`config.mk`:
```
export PLATFORM = sky130hd
export DESIGN_NAME = aprTop
export DESIGN_NICKNAME = d
export VERILOG_FILES = /design/src/aprPkg.sv /design/src/aprStatusIf.sv /design/src/acBlocks.sv /design/src/aprFlags.sv /design/src/aprTop.sv /design/src/diagRead.sv
export VERILOG_INCLUDE_DIRS = /design/src
export SDC_FILE = /design/constraint.sdc
export NUM_CORES = 1
export LEC_CHECK = 0
export CAP_MARGIN = 5
export CORE_MARGIN = 2
export CORE_UTILIZATION = 45
export DETAILED_ROUTE_END_ITERATION = 10
export DONT_BUFFER_PORTS = 1
export GPL_TIMING_DRIVEN = 1
export PLACE_DENSITY_LB_ADDON = 0.15
export SYNTH_ARGS = -nofsm -noshare
export SYNTH_HDL_FRONTEND = slang
export SYNTH_SLANG_ARGS = --single-unit
```
`constraint.sdc`:
```
create_clock -name clk -period 8.4 [get_ports clk]
set_clock_uncertainty 0.2 [all_clocks]
set_input_delay 1.68 -clock clk [delete_from_list [all_inputs] [get_ports clk]]
set_output_delay 1.68 -clock clk [all_outputs]
set_load 0.02 [all_outputs]
```
`src/apr_cfg.svh`:
```
`ifndef APR_CFG_SVH
`define APR_CFG_SVH

// EBUS data word, PDP-10 bit numbering 0..35
`define APR_EBUS_WIDTH 36

// Error and event flags, flag i on EBUS bit APR_FLAG_BIT0+i
`define APR_FLAG_COUNT 8
`define APR_FLAG_BIT0 6

// Current block at this bit, previous block right after it
`define APR_BLOCK_BIT0 6

`define APR_AC_WIDTH 4
`define APR_BLOCK_WIDTH 3

// Microcode magic number and fast memory source select
`define APR_MAGIC_WIDTH 9
`define APR_FMSEL_WIDTH 3

`endif

```
`src/aprPkg.sv`:
```
`include "apr_cfg.svh"

package aprPkg;

  // Big-endian numbering as on the EBUS, bit 0 is the MSB
  typedef logic [0:`APR_EBUS_WIDTH-1] ebusWord;

  // Index i here matches flagIndex and EBUS bit 6+i
  typedef logic [0:`APR_FLAG_COUNT-1] flagVec;

  // AC number, also the fast memory address
  typedef logic [`APR_AC_WIDTH-1:0] acNum;

  typedef logic [`APR_BLOCK_WIDTH-1:0] acBlock;

  // Bits 2..4 block field, bits 5..8 low four bits
  typedef logic [0:`APR_MAGIC_WIDTH-1] magicField;

  // Fast memory address source code
  typedef logic [`APR_FMSEL_WIDTH-1:0] fmSource;

  typedef enum logic [2:0] {
    sbusErr    = 3'd0,
    nxmErr     = 3'd1,
    ioPfErr    = 3'd2,
    mbParErr   = 3'd3,
    cDirParErr = 3'd4,
    sAdrParErr = 3'd5,
    pwrFail    = 3'd6,
    sweepDone  = 3'd7
  } flagIndex;

endpackage

```
`src/aprStatusIf.sv`:
```
`timescale 1ns/1ps

interface aprStatusIf;
  import aprPkg::*;

  // Flag block state
  flagVec flags;
  flagVec enables;

  // AC block state and the selected fast memory location
  acBlock currentBlock;
  acBlock prevBlock;
  acNum fmAdr;
  acBlock fmBlk;

  modport flagSrc(
    output flags,
    output enables
  );

  modport blockSrc(
    output currentBlock,
    output prevBlock,
    output fmAdr,
    output fmBlk
  );

  modport reader(
    input flags,
    input enables,
    input currentBlock,
    input prevBlock,
    input fmAdr,
    input fmBlk
  );

endinterface

```
`src/acBlocks.sv`:
```
`timescale 1ns/1ps
`include "apr_cfg.svh"

module acBlocks (
  input  logic              clk,
  input  logic              reset,
  input  logic              loadAcBlocks,
  input  logic              loadVmaContext,
  input  logic              vmaPrevEn,
  input  logic              xrPrevious,
  input  aprPkg::ebusWord   ebusData,
  input  aprPkg::acNum      ac,
  input  aprPkg::acNum      xr,
  input  aprPkg::acNum      vmaLow,
  input  aprPkg::magicField magic,
  input  aprPkg::fmSource   fmSel,
  aprStatusIf.blockSrc      status
);
  import aprPkg::*;

  acBlock currentBlock;
  acBlock prevBlock;
  acBlock vmaBlock;
  acBlock xrBlock;
  acBlock magicBlock;
  acNum magicLow;
  acNum acPlus1;
  acNum acPlus2;
  acNum acPlus3;
  acNum acPlusMagic;
  acNum fmAdr;
  acBlock fmBlk;

  // Block registers loaded from the EBUS, previous block follows current
  always_ff @(posedge clk) begin
    if (reset) begin
      currentBlock <= '0;
      prevBlock <= '0;
    end else if (loadAcBlocks) begin
      currentBlock <= ebusData[`APR_BLOCK_BIT0 +: `APR_BLOCK_WIDTH];
      prevBlock <= ebusData[`APR_BLOCK_BIT0 + `APR_BLOCK_WIDTH +: `APR_BLOCK_WIDTH];
    end
  end

  // VMA context captures one of the two blocks
  always_ff @(posedge clk) begin
    if (reset) begin
      vmaBlock <= '0;
    end else if (loadVmaContext) begin
      vmaBlock <= vmaPrevEn ? prevBlock : currentBlock;
    end
  end

  assign magicLow = magic[5:8];
  assign magicBlock = magic[2:4];
  assign xrBlock = xrPrevious ? prevBlock : currentBlock;

  // Four-bit adders, carry out dropped
  assign acPlus1 = ac + acNum'(1);
  assign acPlus2 = ac + acNum'(2);
  assign acPlus3 = ac + acNum'(3);
  assign acPlusMagic = ac + magicLow;

  always_comb begin
    fmBlk = currentBlock;
    case (fmSel)
      3'd0: fmAdr = ac;
      3'd1: fmAdr = acPlus1;
      3'd2: begin
        fmAdr = xr;
        fmBlk = xrBlock;
      end
      3'd3: begin
        fmAdr = vmaLow;
        fmBlk = vmaBlock;
      end
      3'd4: fmAdr = acPlus2;
      3'd5: fmAdr = acPlus3;
      3'd6: fmAdr = acPlusMagic;
      default: begin
        // Absolute location straight from microcode
        fmAdr = magicLow;
        fmBlk = magicBlock;
      end
    endcase
  end

  assign status.currentBlock = currentBlock;
  assign status.prevBlock = prevBlock;
  assign status.fmAdr = fmAdr;
  assign status.fmBlk = fmBlk;

endmodule

```
`src/aprFlags.sv`:
```
`timescale 1ns/1ps
`include "apr_cfg.svh"

module aprFlags (
  input  logic            clk,
  input  logic            reset,
  input  aprPkg::ebusWord ebusData,
  input  logic            selSet,
  input  logic            selClr,
  input  logic            selEn,
  input  logic            selDis,
  input  aprPkg::flagVec  events,
  aprStatusIf.flagSrc     status,
  output logic            aprInterrupt,
  output logic            anyEboxErr
);
  import aprPkg::*;

  flagVec strobeData;
  flagVec flagReg;
  flagVec flagNext;
  flagVec enableReg;
  flagVec enableNext;

  // Data bits that qualify the strobes, one per flag
  assign strobeData = ebusData[`APR_FLAG_BIT0 +: `APR_FLAG_COUNT];

  always_comb begin
    flagNext = flagReg;
    enableNext = enableReg;
    for (int i = 0; i < `APR_FLAG_COUNT; i++) begin
      // Event has priority over a clear in the same cycle
      if (events[i] || (selSet && strobeData[i])) begin
        flagNext[i] = 1'b1;
      end else if (selClr && strobeData[i]) begin
        flagNext[i] = 1'b0;
      end

      // Enable wins when both strobes hit the same bit
      if (selEn && strobeData[i]) begin
        enableNext[i] = 1'b1;
      end else if (selDis && strobeData[i]) begin
        enableNext[i] = 1'b0;
      end
    end
  end

  always_ff @(posedge clk) begin
    if (reset) begin
      flagReg <= '0;
      enableReg <= '0;
    end else begin
      flagReg <= flagNext;
      enableReg <= enableNext;
    end
  end

  // Memory-side errors summarized on the same edge that sets the flag
  always_ff @(posedge clk) begin
    if (reset) begin
      anyEboxErr <= 1'b0;
    end else begin
      anyEboxErr <= flagNext[nxmErr] | flagNext[mbParErr] | flagNext[sAdrParErr];
    end
  end

  // Masked request straight from the registers
  assign aprInterrupt = |(flagReg & enableReg);

  assign status.flags = flagReg;
  assign status.enables = enableReg;

endmodule

```
`src/aprTop.sv`:
```
`timescale 1ns/1ps

module aprTop (
  input  logic              clk,
  input  logic              reset,
  input  aprPkg::ebusWord   ebusData,
  input  logic              selSet,
  input  logic              selClr,
  input  logic              selEn,
  input  logic              selDis,
  input  aprPkg::flagVec    events,
  input  logic              loadAcBlocks,
  input  logic              loadVmaContext,
  input  logic              vmaPrevEn,
  input  logic              xrPrevious,
  input  aprPkg::acNum      ac,
  input  aprPkg::acNum      xr,
  input  aprPkg::acNum      vmaLow,
  input  aprPkg::magicField magic,
  input  aprPkg::fmSource   fmSel,
  input  logic              diagRead,
  input  logic [2:0]        diagFunc,
  output logic              aprInterrupt,
  output logic              anyEboxErr,
  output aprPkg::ebusWord   ebusOut,
  output aprPkg::acNum      fmAdr,
  output aprPkg::acBlock    fmBlk
);

  aprStatusIf statusBus();

  aprFlags flagUnit (
    .clk(clk),
    .reset(reset),
    .ebusData(ebusData),
    .selSet(selSet),
    .selClr(selClr),
    .selEn(selEn),
    .selDis(selDis),
    .events(events),
    .status(statusBus.flagSrc),
    .aprInterrupt(aprInterrupt),
    .anyEboxErr(anyEboxErr)
  );

  acBlocks blockUnit (
    .clk(clk),
    .reset(reset),
    .loadAcBlocks(loadAcBlocks),
    .loadVmaContext(loadVmaContext),
    .vmaPrevEn(vmaPrevEn),
    .xrPrevious(xrPrevious),
    .ebusData(ebusData),
    .ac(ac),
    .xr(xr),
    .vmaLow(vmaLow),
    .magic(magic),
    .fmSel(fmSel),
    .status(statusBus.blockSrc)
  );

  diagRead diagUnit (
    .diagRead(diagRead),
    .diagFunc(diagFunc),
    .status(statusBus.reader),
    .ebusOut(ebusOut)
  );

  // Fast memory location also goes out to the RAM side
  assign fmAdr = statusBus.fmAdr;
  assign fmBlk = statusBus.fmBlk;

endmodule

```
`src/diagRead.sv`:
```
`timescale 1ns/1ps
`include "apr_cfg.svh"

module diagRead (
  input  logic            diagRead,
  input  logic [2:0]      diagFunc,
  aprStatusIf.reader      status,
  output aprPkg::ebusWord ebusOut
);

  always_comb begin
    ebusOut = '0;
    if (diagRead) begin
      case (diagFunc)
        3'd0: begin
          ebusOut[`APR_FLAG_BIT0 +: `APR_FLAG_COUNT] = status.flags;
        end
        3'd1: begin
          ebusOut[`APR_FLAG_BIT0 +: `APR_FLAG_COUNT] = status.enables;
        end
        3'd2: begin
          // Same layout as the block load word
          ebusOut[`APR_BLOCK_BIT0 +: 2 * `APR_BLOCK_WIDTH] =
            {status.currentBlock, status.prevBlock};
        end
        3'd3: begin
          ebusOut[`APR_BLOCK_BIT0 +: `APR_BLOCK_WIDTH + `APR_AC_WIDTH] =
            {status.fmBlk, status.fmAdr};
        end
        default: begin
          // Unused functions read as zero
          ebusOut = '0;
        end
      endcase
    end
  end

endmodule

```
Word-level counts from Yosys, hierarchy flattened

Index checks and enable logic that the tools add are counted.

Add/subtract/negate cells: 4
$mul: 0
Divide/modulo/power cells: 0
Magnitude comparators: 0
Equal/unequal tests: 9
Shift-type cells: 0
Multiplexer cells: 40
Bitwise operators: 3
Reductions and logical operators: 57

Operator list:

| cell                | count |
|---|---|
| $logic_and 1x1->1   | 32 |
| $mux 1              | 32 |
| $mux 30             | 1 |
| $pmux 4 s7          | 1 |
| $reduce_bool 2->1   | 13 |
| $pmux 6 s4          | 1 |
| $eq 3x2->1 const B  | 4 |
| $eq 3x3->1 const B  | 3 |
| $pmux 3 s3          | 1 |
| $add 4x2->4 const B | 2 |
| $and 8x8->8         | 1 |
| $logic_or 1x1->1    | 8 |
| $reduce_or 8->1     | 1 |
| $eq 3x1->1 const B  | 2 |
| $logic_not 3->1     | 2 |
| $mux 3              | 2 |
| $reduce_or 5->1     | 1 |
| $add 4x1->4 const B | 1 |
| $add 4x4->4         | 1 |
| $pmux 1 s3          | 1 |
| $or 1x1->1          | 2 |
| $pmux 1 s2          | 1 |

Register bits: 26
Latch bits: 0
Memory bits (writable): 0
ROM bits: 0
Bits of input ports: 82
Output and inout port bits: 45
Word-level logic and storage cells: 131
Memories kept: 0

Longest topological paths before layout

Word-level depth: 5
Depth in mapped cells: 11

By module

Synthesis repeated with hierarchy kept, for this count alone.

Cells, all modules: 253
Area, all modules: 2034.5 µm²

Modules (own cells, without submodules):

| module   | instances | cells each | area each (µm²) |
|---|---|---|---|
| acBlocks | 1         | 117        | 885.8 |
| aprFlags | 1         | 77         | 686.9 |
| diagRead | 1         | 59         | 461.7 |

Least setup slack after synthesis

No wires, ideal clock.

Path type: input-to-output
Start point: input fmSel[0]
End point: output ebusOut[24]
Data arrival time: 4176 ps
Required time: 6520 ps
Setup slack: 2344 ps
Stages: 10
Buffers on the path: 3
Cell sequence: buf_4 > buf_2 > clkbuf_1 > nand3b_1 > a21boi_0 > fa_1 > a21boi_1 > a2111oi_2 > o21ai_1 > a221o_1

Cells in the longest elaborated chain, start to end: 4

Ends and longest elaborated chain:

| element                            | line           | source |
|---|---|---|
| from (decl)                        | aprTop.sv:20   | `input aprPkg::fmSource fmSel,` |
| $eq 3x3->1 (tied with other cells) | acBlocks.sv:66 | `case (fmSel)` |
| $pmux 4 s7 (*)                     | acBlocks.sv:66 |  |
| via fmAdr[1]                       | aprTop.sv:26   | `output aprPkg::acNum fmAdr,` |
| $pmux 6 s4 (*)                     | diagRead.sv:14 | `case (diagFunc)` |
| $mux 30 (*)                        | diagRead.sv:13 | `if (diagRead) begin` |
| to (decl)                          | aprTop.sv:25   | `output aprPkg::ebusWord ebusOut,` |

The timed path passes the listed nets; every way through them passes the cells marked *.

Worst setup path after layout

Start point: input fmSel[0]
End point: output ebusOut[25]

The elaborated chain is that of the path after synthesis.

==> results.py <==
metrics = {
    "clock_tree": {
        "cts.path.max_buffers": 2,
        "clock_sinks": 26,
        "ctsHtreeMaxLevel": 1,
        "cts-root-buf": "clkbuf_8",
        "cts_tree": "built",
        "cts_made_buffers": 3,
        "holdBufCountCts": 0,
        "path_clk_slew_ps": 90,
        "cts_setup_buffers": 0,
        "worstSkewPairLatency_ps": 270,
        "ctsResizeCount": 0,
    },
    "routing": {
        "num_vias": 1697,
        "via_per_inst": 5.64,
        "drt-total-wl_um": 4860,
        "ant_nets": 0,
        "drc": 0,
        "post_drt_wl_per_cell_um": 16.1,
        "drt_iter0_markers": 65,
        "dr.pass1.iters": 4,
    },
    "logic_synthesis": {
        "yosysMostFrequentCell": "nor2_1",
        "synth_area_um2": 2060,
        "synthCells": 263,
        "synth_edf_count": 0,
        "ys_warn_count": 0,
        "yosysTopAreaCell": "dfxtp_1",
        "synth.distinct_cells": 47,
        "synthArstFlopShare_pct": 0,
        "postSynthAreaPerCell_um2": 7.82,
        "synthFlopType": "dfxtp_1",
        "ys_seq_elements": 26,
        "synth.area.top_cells": "dfxtp_1 25%, buf_4 11%, mux2i_1 6.8%",
        "synth_top_cells_by_count": "32 x nor2_1, 31 x nand2_1, 29 x buf_4, 26 x dfxtp_1, 15 x a21oi_1",
        "seq_area_frac_synth_pct": 25.3,
        "yosys.area.top_type_share_pct": 25.3,
    },
    "worst_setup_path": {
        "crit_chain": "and3b_4 > nand2b_1 > ha_1 > fa_1 > xor2_1 > o21ai_1 > a31oi_1 > mux4_2 > and2_1",
        "cp_max_fo": 27,
        "start_kind": "input port",
        "required_ps": 6520,
        "cp.arrival_ps": 3960,
        "cp-startpoint": "fmSel[0]",
        "critPathKind": "input port to output pin",
        "slowest_stage": "a31oi_1",
        "slowest_delay_ps": 490,
        "r2r-start": "flagUnit.status.flags[4]",
        "worstSetupEndpointType": "output pin",
    },
    "cells_and_area": {
        "finish.instance_area_um2": 1980,
        "finalNetCount": 337,
        "syn2layout_area_growth_pct": -3.71,
        "antenna_cells": 0,
        "fin_util_pct": 45.2,
        "stdcell_count": 301,
        "fillers": 455,
        "drive_above_1_share_pct": 4.82,
    },
    "grt": {
        "grt_antenna_before_repair": 0,
        "overflow": 0,
        "track_usage_pct": 19.2,
        "grt_pass1_wl_um": 7690,
        "grt_max_degree": 28,
        "grt_pass1_vias": 1568,
    },
    "timing": {
        "hold_viol": 0,
        "fmax_ghz": 0.171,
        "worst-slew-pin-transition_ps": 657,
        "rsz0062_at_grt": "no",
        "maxSlewHeadroom_pct": 56.0,
        "whs_ps": 296,
        "setup_violations": 0,
        "finalCriticalPeriod_ps": 5840,
        "finalSetupTns_ps": 0,
        "slew_viol_final": 0,
        "worst_slack_ps": 2560,
        "final.period_utilization_pct": 69.5,
    },
    "place": {
        "dp_hpwl_um": 3800,
        "dpl_worst_slack_ps": 2560,
        "place_inst": 297,
        "place_congestion": 0.870,
        "numPortBuffers": 0,
        "dpl-instance-area_um2": 1930,
    },
    "worst_hold_path": {
        "hold_path.class": "register to register",
        "min_from": "blockUnit.vmaBlock[1]",
    },
    "floorplanning": {
        "coreArea_um2": 4380,
        "die_x_um": 71.6,
        "num_rows": 24,
        "io_pins": 127,
        "initial_utilization_pct": 46.9,
        "die-height_um": 71.6,
        "die_area_um2": 5130,
    },
    "outcome": {
        "outcome": "finished, final reports clean",
    },
    "pwr": {
        "pwr_density_cell_nw_per_um2": 148,
        "p_total_mw": 0.293,
        "p_leak_nw": 0.827,
        "peakVddDrop_mv": 0.0783,
    },
    "job": {
        "maxCapViolCount": 0,
    },
}
-- cells in the final DEF, fill, tap and decap left out, types with 3 or more instances in the layout --
master,count
a221oi_1,9
xnor2_1,3
o21ai_1,5
nand2b_1,5
nor3_1,4
ha_1,4
o21ai_0,4
a22oi_1,13
and2_1,4
a21oi_1,15
conb_1,28
inv_1,3
clkbuf_8,4
nor2b_1,3
a211oi_1,3
a221o_1,3
mux2_2,5
dfxtp_1,26
mux2i_1,14
nand2_1,31
nor2_1,32
-- cell families after synthesis --
kind of cell / after synthesis / share of synthesized area, %
AO/OA/AOI/OAI: 68 / 23.1
XOR/XNOR: 5 / 2.13
adder cells (fa/ha/maj): 5 / 3.41
buffers and inverters: 48 / 15.0
flip-flops: 26 / 25.3
multiplexers: 21 / 11.2
other: 1 / 0.182
AND/OR/NAND/NOR: 89 / 19.6
-- worst paths after layout --
check | endpoint | slack [ps] | depth (start not counted)
worst min-delay path | blockUnit.vmaBlock[1] | 300 | 2
worst max register to register | flagUnit.anyEboxErr | 7240 | 2
worst max-delay path | ebusOut[25] | 2560 | 9
worst min register to register | blockUnit.vmaBlock[1] | 300 | 2
-- state kept, by name, indices dropped and copies added (netlist names) --
signal and flops:
blockUnit.status.currentBlock 3, blockUnit.status.prevBlock 3, blockUnit.vmaBlock 3, flagUnit.anyEboxErr 1, flagUnit.status.enables 8, flagUnit.status.flags 8
-- layer usage --
layer	GRT usage (%)	wire length, um	vias up
met5	0	0	-
met4	6.29	59	0
met1	25.9	2220	788
met3	4.22	337	5
met2	30.6	2240	58
li1	-	-	846
-- critical path: cells and delay by family --
kind | cells | cell delay, ps
compound gates | 2 | 570
xor+xnor | 1 | 150
mux | 1 | 360
simple gates | 3 | 610
fa+ha+maj | 2 | 580
-- report_power, final --
group / total (mW) / switching, mW / leakage, nW / internal (mW)
Combinational: 0.0704 / 0.0426 / 0.583 / 0.0278
Sequential: 0.139 / 0.00786 / 0.216 / 0.132
Clock: 0.0827 / 0.0407 / 0.0288 / 0.0420
Total: 0.293 / 0.0912 / 0.827 / 0.201
-- layout make-up --
type,count,area (um2),share of cell area (%)
Multi-Input combinational cell,216,1330,67.1
Tap cell,52,65.1,3.28
Sequential cell,26,520,26.3
Inverter,3,11.3,0.569
Clock buffer,4,55.1,2.78
(Power assumes the default switching activity.)
